### src/qpu_pkg.sv
package qpu_pkg;

  ////////////////////////////////////////
  // Sizes
  localparam int XLEN         = 32;
  localparam int RF_NUM       = 16;
  localparam int RFIDX_W      = 4;
  localparam int TIME_W       = 32;
  localparam int EVENT_NUM    = 8;
  localparam int EVENT_DATA_W = 16;
  localparam int TIQ_DEPTH    = 4;
  localparam int IMM_W        = 16;

  localparam int TIQ_PTR_W    = $clog2(TIQ_DEPTH);
  localparam int TIQ_CNT_W    = $clog2(TIQ_DEPTH + 1); // Needs to hold TIQ_DEPTH itself

  ////////////////////////////////////////
  // Instruction word layout
  localparam int INSTR_W = 32;
  localparam int OPC_W   = 4;
  localparam int OPC_LSB = 28;
  localparam int RD_LSB  = 24;
  localparam int RS1_LSB = 20;
  localparam int RS2_LSB = 16;
  localparam int IMM_LSB = 0;

  typedef logic [INSTR_W-1:0]      instr_t;
  typedef logic [XLEN-1:0]         xlen_t;
  typedef logic [RFIDX_W-1:0]      rfidx_t;
  typedef logic [TIME_W-1:0]       time_t;
  typedef logic [EVENT_NUM-1:0]    event_mask_t;
  typedef logic [EVENT_DATA_W-1:0] event_data_t;

  typedef enum logic [OPC_W-1:0] {
    OP_NOP  = 4'h0,
    OP_ADDI = 4'h1, // rd = rs1 + sext(imm)
    OP_ADD  = 4'h2,
    OP_SUB  = 4'h3,
    OP_LUI  = 4'h4, // rd = imm << 16
    OP_SETT = 4'h5, // time = rs1 + zext(imm)
    OP_SETE = 4'h6, // mask = imm[7:0], data = rs1[15:0]
    OP_TPT  = 4'h7  // Push time point
  } opcode_e;

  ////////////////////////////////////////
  // Structs between the stage blocks
  typedef struct packed {
    opcode_e          op;
    rfidx_t           rd;
    rfidx_t           rs1;
    rfidx_t           rs2;
    logic [IMM_W-1:0] imm;
    logic             rdwen;
  } dec_info_t;

  typedef struct packed {
    logic   wen;
    rfidx_t idx;
    xlen_t  data;
  } rf_wbck_t;

  typedef struct packed {
    logic  wen;
    time_t data;
  } time_wbck_t;

  typedef struct packed {
    logic        wen;
    event_mask_t mask;
    event_data_t data;
  } event_wbck_t;

  // One timing queue slot, tval is the release time
  typedef struct packed {
    time_t       tval;
    event_mask_t mask;
    event_data_t data;
  } tiq_entry_t;

endpackage
### src/qpu_exu.sv
`timescale 1ns/1ps

module qpu_exu (
  input  logic                  clk,
  input  logic                  i_reset,
  input  logic                  i_valid,
  input  qpu_pkg::instr_t       i_instr,
  input  logic                  i_trigger,
  input  qpu_pkg::time_t        i_trigger_clk,
  output logic                  o_ready,
  output logic                  o_clk_ena,
  output qpu_pkg::event_mask_t  o_event_valid,
  output qpu_pkg::event_data_t  o_event_data
);

  import qpu_pkg::*;

  dec_info_t   dec;
  xlen_t       rs1;
  xlen_t       rs2;
  time_t       cur_time;
  event_mask_t cur_emask;
  event_data_t cur_edata;
  rf_wbck_t    rf_wbck;
  time_wbck_t  time_wbck;
  event_wbck_t event_wbck;
  logic        tiq_push;
  tiq_entry_t  tiq_entry;
  logic        tiq_full;
  logic        accept;

  // Stall every instruction while the queue is full
  assign o_ready = ~tiq_full;
  assign accept  = i_valid & ~tiq_full;

  ////////////////////////////////////////
  // Decode and operand read
  qpu_exu_decode u_decode (
    .i_instr (i_instr),
    .o_dec   (dec)
  );

  qpu_exu_regfile u_regfile (
    .clk          (clk),
    .i_reset      (i_reset),
    .i_rs1idx     (dec.rs1),
    .i_rs2idx     (dec.rs2),
    .i_rf_wbck    (rf_wbck),
    .i_time_wbck  (time_wbck),
    .i_event_wbck (event_wbck),
    .o_rs1        (rs1),
    .o_rs2        (rs2),
    .o_time       (cur_time),
    .o_event_mask (cur_emask),
    .o_event_data (cur_edata)
  );

  ////////////////////////////////////////
  // Execute and time point push
  qpu_exu_alu u_alu (
    .i_accept     (accept),
    .i_dec        (dec),
    .i_rs1        (rs1),
    .i_rs2        (rs2),
    .i_time       (cur_time),
    .i_event_mask (cur_emask),
    .i_event_data (cur_edata),
    .o_rf_wbck    (rf_wbck),
    .o_time_wbck  (time_wbck),
    .o_event_wbck (event_wbck),
    .o_tiq_push   (tiq_push),
    .o_tiq_entry  (tiq_entry)
  );

  qpu_exu_queue u_queue (
    .clk           (clk),
    .i_reset       (i_reset),
    .i_push        (tiq_push),
    .i_entry       (tiq_entry),
    .i_trigger     (i_trigger),
    .i_trigger_clk (i_trigger_clk),
    .o_full        (tiq_full),
    .o_clk_ena     (o_clk_ena),
    .o_event_valid (o_event_valid),
    .o_event_data  (o_event_data)
  );

endmodule

### src/qpu_exu_queue.sv
`timescale 1ns/1ps

module qpu_exu_queue (
  input  logic                  clk,
  input  logic                  i_reset,
  input  logic                  i_push,
  input  qpu_pkg::tiq_entry_t   i_entry,
  input  logic                  i_trigger,
  input  qpu_pkg::time_t        i_trigger_clk,
  output logic                  o_full,
  output logic                  o_clk_ena,
  output qpu_pkg::event_mask_t  o_event_valid,
  output qpu_pkg::event_data_t  o_event_data
);

  import qpu_pkg::*;

  tiq_entry_t           mem_q [TIQ_DEPTH];
  logic [TIQ_PTR_W-1:0] wptr_q;
  logic [TIQ_PTR_W-1:0] rptr_q;
  logic [TIQ_CNT_W-1:0] count_q;
  logic                 clk_ena_q;
  event_mask_t          ev_valid_q;
  event_data_t          ev_data_q;
  tiq_entry_t           head;
  logic                 empty;
  logic                 push_ok;
  logic                 pop;

  // Wrapping pointer increment
  function automatic logic [TIQ_PTR_W-1:0] ptr_next(input logic [TIQ_PTR_W-1:0] ptr);
    ptr_next = (ptr == TIQ_PTR_W'(TIQ_DEPTH - 1)) ? '0 : ptr + 1'b1;
  endfunction

  ////////////////////////////////////////
  // Status and handshake
  assign o_full  = (count_q == TIQ_CNT_W'(TIQ_DEPTH));
  assign empty   = (count_q == '0);
  assign push_ok = i_push & ~o_full;
  assign head    = mem_q[rptr_q];

  // Head leaves once the counter has reached its time
  assign pop = clk_ena_q & ~empty & (i_trigger_clk >= head.tval);

  ////////////////////////////////////////
  // Storage
  always_ff @(posedge clk) begin
    if (push_ok) mem_q[wptr_q] <= i_entry;
  end

  always_ff @(posedge clk) begin
    if (i_reset) begin
      wptr_q  <= '0;
      rptr_q  <= '0;
      count_q <= '0;
    end else begin
      if (push_ok) wptr_q <= ptr_next(wptr_q);
      if (pop) rptr_q <= ptr_next(rptr_q);
      case ({push_ok, pop})
        2'b10:   count_q <= count_q + 1'b1;
        2'b01:   count_q <= count_q - 1'b1;
        default: ; // Both or neither, level unchanged
      endcase
    end
  end

  ////////////////////////////////////////
  // Counter enable and event release
  always_ff @(posedge clk) begin
    if (i_reset) begin
      clk_ena_q  <= 1'b0;
      ev_valid_q <= '0;
    end else begin
      clk_ena_q  <= clk_ena_q | i_trigger; // Sticky after start pulse
      ev_valid_q <= pop ? head.mask : '0;  // Single cycle pulse
    end
  end

  always_ff @(posedge clk) begin
    if (pop) ev_data_q <= head.data;
  end

  assign o_clk_ena     = clk_ena_q;
  assign o_event_valid = ev_valid_q;
  assign o_event_data  = ev_data_q;

endmodule

### src/qpu_exu_alu.sv
`timescale 1ns/1ps

module qpu_exu_alu (
  input  logic                  i_accept,
  input  qpu_pkg::dec_info_t    i_dec,
  input  qpu_pkg::xlen_t        i_rs1,
  input  qpu_pkg::xlen_t        i_rs2,
  input  qpu_pkg::time_t        i_time,
  input  qpu_pkg::event_mask_t  i_event_mask,
  input  qpu_pkg::event_data_t  i_event_data,
  output qpu_pkg::rf_wbck_t     o_rf_wbck,
  output qpu_pkg::time_wbck_t   o_time_wbck,
  output qpu_pkg::event_wbck_t  o_event_wbck,
  output logic                  o_tiq_push,
  output qpu_pkg::tiq_entry_t   o_tiq_entry
);

  import qpu_pkg::*;

  xlen_t imm_sext;
  xlen_t imm_upper;
  xlen_t result;

  assign imm_sext  = {{(XLEN - IMM_W){i_dec.imm[IMM_W-1]}}, i_dec.imm};
  assign imm_upper = {i_dec.imm, {(XLEN - IMM_W){1'b0}}};

  ////////////////////////////////////////
  // Arithmetic
  always_comb begin
    case (i_dec.op)
      OP_ADDI: result = i_rs1 + imm_sext;
      OP_ADD:  result = i_rs1 + i_rs2;
      OP_SUB:  result = i_rs1 - i_rs2;
      OP_LUI:  result = imm_upper;
      default: result = '0;
    endcase
  end

  // Classic write back, decoder already blocks x0
  always_comb begin
    o_rf_wbck.wen  = i_accept & i_dec.rdwen;
    o_rf_wbck.idx  = i_dec.rd;
    o_rf_wbck.data = result;
  end

  ////////////////////////////////////////
  // Timing side
  always_comb begin
    o_time_wbck.wen  = i_accept && (i_dec.op == OP_SETT);
    o_time_wbck.data = time_t'(i_rs1) + time_t'(i_dec.imm); // Zero extended offset

    o_event_wbck.wen  = i_accept && (i_dec.op == OP_SETE);
    o_event_wbck.mask = i_dec.imm[EVENT_NUM-1:0];
    o_event_wbck.data = i_rs1[EVENT_DATA_W-1:0];
  end

  // Time point snapshots the current registers
  assign o_tiq_push = i_accept && (i_dec.op == OP_TPT);

  always_comb begin
    o_tiq_entry.tval = i_time;
    o_tiq_entry.mask = i_event_mask;
    o_tiq_entry.data = i_event_data;
  end

endmodule

### src/qpu_exu_regfile.sv
`timescale 1ns/1ps

module qpu_exu_regfile (
  input  logic                  clk,
  input  logic                  i_reset,
  input  qpu_pkg::rfidx_t       i_rs1idx,
  input  qpu_pkg::rfidx_t       i_rs2idx,
  input  qpu_pkg::rf_wbck_t     i_rf_wbck,
  input  qpu_pkg::time_wbck_t   i_time_wbck,
  input  qpu_pkg::event_wbck_t  i_event_wbck,
  output qpu_pkg::xlen_t        o_rs1,
  output qpu_pkg::xlen_t        o_rs2,
  output qpu_pkg::time_t        o_time,
  output qpu_pkg::event_mask_t  o_event_mask,
  output qpu_pkg::event_data_t  o_event_data
);

  import qpu_pkg::*;

  xlen_t       rf_q [RF_NUM];
  time_t       time_q;
  event_mask_t emask_q;
  event_data_t edata_q;

  ////////////////////////////////////////
  // Classic registers
  always_ff @(posedge clk) begin
    if (i_reset) begin
      for (int i = 0; i < RF_NUM; i++) begin
        rf_q[i] <= '0;
      end
    end else if (i_rf_wbck.wen && (i_rf_wbck.idx != '0)) begin
      rf_q[i_rf_wbck.idx] <= i_rf_wbck.data; // Entry 0 stays at reset value
    end
  end

  assign o_rs1 = rf_q[i_rs1idx];
  assign o_rs2 = rf_q[i_rs2idx];

  ////////////////////////////////////////
  // Time and event registers
  always_ff @(posedge clk) begin
    if (i_reset) begin
      time_q  <= '0;
      emask_q <= '0;
      edata_q <= '0;
    end else begin
      if (i_time_wbck.wen) time_q <= i_time_wbck.data;
      if (i_event_wbck.wen) begin
        emask_q <= i_event_wbck.mask;
        edata_q <= i_event_wbck.data;
      end
    end
  end

  assign o_time       = time_q;
  assign o_event_mask = emask_q;
  assign o_event_data = edata_q;

endmodule

### src/qpu_exu_decode.sv
`timescale 1ns/1ps

module qpu_exu_decode (
  input  qpu_pkg::instr_t    i_instr,
  output qpu_pkg::dec_info_t o_dec
);

  import qpu_pkg::*;

  logic [OPC_W-1:0] raw_op;
  opcode_e          op;
  rfidx_t           rd;
  rfidx_t           rs1;
  rfidx_t           rs2;
  logic [IMM_W-1:0] imm;
  logic             writes_rd;

  ////////////////////////////////////////
  // Field slicing
  assign raw_op = i_instr[OPC_LSB +: OPC_W];
  assign rd     = i_instr[RD_LSB +: RFIDX_W];
  assign rs1    = i_instr[RS1_LSB +: RFIDX_W];
  assign rs2    = i_instr[RS2_LSB +: RFIDX_W];
  assign imm    = i_instr[IMM_LSB +: IMM_W];

  // Unused encodings fall back to NOP
  always_comb begin
    case (raw_op)
      OP_ADDI,
      OP_ADD,
      OP_SUB,
      OP_LUI,
      OP_SETT,
      OP_SETE,
      OP_TPT:  op = opcode_e'(raw_op);
      default: op = OP_NOP;
    endcase
  end

  // Only the arithmetic group targets rd
  always_comb begin
    case (op)
      OP_ADDI,
      OP_ADD,
      OP_SUB,
      OP_LUI:  writes_rd = 1'b1;
      default: writes_rd = 1'b0;
    endcase
  end

  ////////////////////////////////////////
  // Decoded info bus
  always_comb begin
    o_dec.op    = op;
    o_dec.rd    = rd;
    o_dec.rs1   = rs1;
    o_dec.rs2   = rs2;
    o_dec.imm   = imm;
    o_dec.rdwen = writes_rd && (rd != '0); // x0 is never written
  end

endmodule

### config.mk
export PLATFORM = sky130hd
export DESIGN_NAME = qpu_exu
export DESIGN_NICKNAME = d
export VERILOG_FILES = /design/src/qpu_pkg.sv /design/src/qpu_exu.sv /design/src/qpu_exu_queue.sv /design/src/qpu_exu_alu.sv /design/src/qpu_exu_regfile.sv /design/src/qpu_exu_decode.sv
export SDC_FILE = /design/constraint.sdc
export NUM_CORES = 1
export LEC_CHECK = 0
export BUFFER_PORTS_ARGS = -buffer_cell sky130_fd_sc_hd__buf_2
export CAP_MARGIN = 15
export CORE_ASPECT_RATIO = 0.75
export CORE_MARGIN = 4
export CORE_UTILIZATION = 40
export DETAILED_ROUTE_END_ITERATION = 12
export PLACE_DENSITY = 0.56
export SLEW_MARGIN = 0
export SYNTH_ARGS = -nofsm -noshare
export SYNTH_HDL_FRONTEND = slang
export SYNTH_SLANG_ARGS = --single-unit
### constraint.sdc
create_clock -name clk -period 7.2 [get_ports clk]
set_input_delay 1.44 -clock clk [delete_from_list [all_inputs] [get_ports clk]]
set_output_delay 1.44 -clock clk [all_outputs]
set_load 0.05 [all_outputs]
==> summary.md <==
| Metric | Value |
|---|---|
| Gr ovfl total | 0 |
| Rel. slew slack | 18.02% |
| Setup Slack @ Placement | -135.8 ps |
| Nets | 3370 |
| Post-synth EDFFs | 752 |
| Met3 GRT Util | 4.674% |
| Die area | 0.1096 mm² |
| RSZ-0062 raised after global routing | false |
| Slew @ Worst Pin | 1227 ps |
| Largest net degree at the start of global routing | 62 |
| Synth Flop Type | edfxtp_1 |
| Cell variety after synth | 81 |
| Worst R2R Setup Slack | around 1100 ps |
| Post-synthesis sequential area ratio | 57.68% |
| WL/cell | 29.14 µm |
| Hold Crit Depth | 2 |
| Worst hold slack | slightly below 500 ps |
| First drt pass iteration count | 5 |
| Fin Clk Skew | a little under 40 ps |
| Vias in the first global route | 28010 |
| DR iter-0 viols | between 3000 and 4000 |
| Dpl hpwl | 86780 µm |
| CP peak stage delay | 540 ps |
| I/O pins | 94 |
| Deepest clock path buffer count | 3 |
| Async SR Flop Fraction | 0% |
| Core Rows | between 100 and 150 |
| Antenna violations before repair | 8 |
| Crit path time final | 6669 ps |
| Critical path data arrival time | 7050 ps |
| Outcome | complete, no violations |
| Min-delay src | u_regfile.o_event_mask[1] |
| Peak Freq | around 150 MHz |
| Routability cong. | 0.9269 |
| Initial Util | 40.36% |
| Adder-cell share of the synthesized area | 2.783% |
| Worst path required time | between 7000 and 8000 ps |
| Total of max-cap violations | 0 |
| Fillers | 9083 |
| Post-Synthesis Cells | 2960 |
| Proportion of synthesized area in mux cells | 19.30% |
| CP startpoint kind | input pin |
| Fin. max-slew vios | 0 |
| Placed insts | 4475 |
| Hold buffer count at CTS | 0 |
| CTS buffer count | 85 |
| Min-Delay Path Class | reg2reg |
| Die height | 287.7 µm |
| Largest family of logic cells by synthesized area | multiplexers |
| Gr usage total | 24.57% |
| Critical path depth | 26 |
| Final setup vio count | 0 |
| Clock Pin Slew Worst Setup and Hold Paths | 60 ps |
| Antenna Nets Post-Route | 0 |
| Seq cells post-synth | 826 |
| Vias | 27720 |
| Fin worst setup slack | between 500 and 600 ps |
| Area Overhead vs Synth | 15.25% |
| Chip width | around 380 µm |
| Post-CTS Setup Bufs | 0 |
| Clk sinks | 826 |
| Drt drc | 0 |
| Crit path buffers/inverters | 6 |
| Worst path slowest cell | mux4_2 |
| XOR/XNOR Fraction of Synth Area | 1.781% |
| Met1 Track Usage GR | between 30% and 40% |
| Layout Cells excl Fill | approximately 4600 |
| Hold Violations, Final | 0 |
| H-tree depth | 3 |
| R2R Path Start | u_regfile.rf_q[1][1] |
| First-pass GRT wire length | 195600 µm |
| CTS tree | done |
| Post-Route WL | roughly 140000 µm |
| Pwr/cell area | 236.7 mW/mm² |
| Core ar. | around 0.10 mm² |
| Cell Area, Synth | ~0.042 mm² |
| Synth Area in Compound Gates | 5.776% |
| Final worst-path cycle share | 92.62% |
| Drt via density | roughly 6 |
| Most used routing layer | met2 |
| Cell family with most CP delay | compound AO/OA/AOI/OAI gates |
| Critical path fanouts, max | 15 |
| Worst-Skew Late Latency | 690 ps |
| Endpoint, Worst Hold | u_regfile.o_event_mask[1] |
| Most common cell on crit path | buf_4 |
| Yosys warnings | 0 |
| Worst R2R End | u_regfile.rf_q[6][20] |
| CP Class | in2reg |
| Met2 GRT Util | 38.69% |
| I/O Buffers | 93 |
| Leakage | 16.65 nW |
| Peak supply drop | roughly 0.00019 V |
| R2R depth | 23 |
| Element type at the critical path end | register |
| Share of cells above drive strength 1 | 26.48% |
| Mean area per synthesized cell | 14.10 µm² |
| Post-Synth Simple-Gate Area | 9.762% |
| Root buffer selected by CTS | clkbuf_16 |
stage by stage:
stage / util (%) / power (mW) / cell area, µm² / setup TNS (ps)
finish: 46.51 / 11.38 / 48080 / 0
global route: 46.50 / 11.79 / 48070 / 0
CTS: 46.48 / 11.45 / 48050 / 0
detailed placement: 43.85 / 7.147 / 45330 / -5910
global placement: 43.85 / 7.119 / 45330 / -2789
floorplan: - / 6.473 / 41900 / 0
flip-flops by register name (all words and copies together), names as in the netlist, named ones only:
register,flops
u_regfile.o_event_mask,8
u_queue.rptr_q,2
u_regfile.o_event_data,16
u_queue.o_clk_ena,1
u_regfile.rf_q,512
u_queue.count_q,3
u_queue.mem_q,224
u_queue.o_event_data,16
u_queue.wptr_q,2
u_queue.o_event_valid,8
u_regfile.o_time,32
synthesized netlist by cell type, types with 13 or more instances:
cell | n | area, µm²
a221oi_1 | 13 | 113.9
nand2b_1 | 33 | 206.5
mux2i_1 | 43 | 430.4
nand2_1 | 172 | 645.6
inv_1 | 64 | 240.2
dfxtp_1 | 74 | 1481
nor2b_1 | 25 | 156.4
nor2_1 | 560 | 2102
xor2_1 | 32 | 280.3
a21o_1 | 47 | 352.8
buf_2 | 31 | 155.2
nand3_1 | 19 | 95.09
mux4_2 | 323 | 7274
a21oi_1 | 101 | 505.5
and2_1 | 15 | 93.84
nor3_1 | 17 | 85.08
o21ai_0 | 64 | 320.3
edfxtp_1 | 752 | 22580
a211oi_1 | 20 | 150.1
a22oi_1 | 42 | 315.3
xnor2_1 | 51 | 446.7
ha_1 | 88 | 1101
nor4_1 | 13 | 81.33
clkbuf_1 | 154 | 578.1
cells in the final DEF (no fill, tap or decap), drive strengths merged, types with 10 or more instances in the layout:
master  count
clkinv     39
mux2i      43
edfxtp    752
inv        69
nand2b     33
nor4       15
a22oi      43
clkbuf    112
o21a       10
a211oi     20
nand2     172
conb       32
or3        12
dfxtp      74
nor2      570
o21ai      64
mux4      334
xnor2      52
and2       15
nor2b      25
xor2       32
ha         88
a21o       47
and3       11
nor3       17
nand3      19
a221oi     14
buf       343
a21oi     101
nand4      12
worst max path at each step:
| stage | to | slack (ps) | start |
|---|---|---|---|
| after detailed placement | u_regfile.rf_q[6][20] | -140 | i_instr[16] |
| after global placement | u_regfile.rf_q[7][23] | -110 | i_instr[16] |
| after CTS | u_regfile.rf_q[6][20] | 550 | i_instr[16] |
| final | u_regfile.rf_q[6][20] | 530 | i_instr[16] |
| after global routing | u_regfile.rf_q[1][26] | 40 | i_instr[16] |
| after floorplan | u_regfile.rf_q[1][30] | 10 | i_instr[20] |
power by group:
group          total, mW  leakage (nW)  internal, mW  switching [mW]
sequential          5.40          7.84          5.33          0.0673
combinational       1.67          7.47         0.709           0.965
clock               4.31          1.33          2.37            1.94
routing by layer:
layer / vias to the layer above / routed length, µm
met4: 2 / 3934
met2: 1439 / 62020
met3: 259 / 12810
met1: 14190 / 56430
met5: - / 13
li1: 11830 / -
cell type report:
class	count	area [µm²]	area share, %
Antenna cell	6	15.01	0.03123
Inverter	64	240.2	0.4996
Tap cell	1352	1692	3.518
Sequential cell	826	24070	50.06
Timing Repair Buffer	345	2668	5.548
Multi-Input combinational cell	1889	16680	34.69
Clock inverter	48	417.9	0.8691
Clock buffer	110	2302	4.788
worst register-to-register path: stages, from the launching register on:
cell       delay, ps
edfxtp_1         410
mux4_1           540
mux4_2           500
buf_4            160
or2_1            230
nor4_2           310
and3b_1          350
buf_4            180
a21oi_1           70
xor2_1           150
o21ai_0          180
ha_1             270
buf_4            170
a22o_1           210
nor4_1           350
o2111ai_1        260
nand4_1          250
buf_4            150
nand2b_1          60
a21boi_0         230
xnor2_1          100
a22oi_1          290
buf_4            280
nor2_1            70
cells by family (layout without fill, tap and decap cells):
logic type               Yosys count  in the layout
AO/OA/AOI/OAI                    361            361
flip-flops                       826            826
XOR/XNOR                          84             84
multiplexers                     382            382
buffers and inverters            276            567
AND/OR/NAND/NOR                  939            939
adder cells (fa/ha/maj)           91             91
other                              1             38
repair_timing:
action	in CTS	in global routing
endpoints found under the setup margin	0	30
resized for setup	0	1
endpoints found under the hold margin	0	0
No activity file was read; power rests on OpenSTA's default activity.
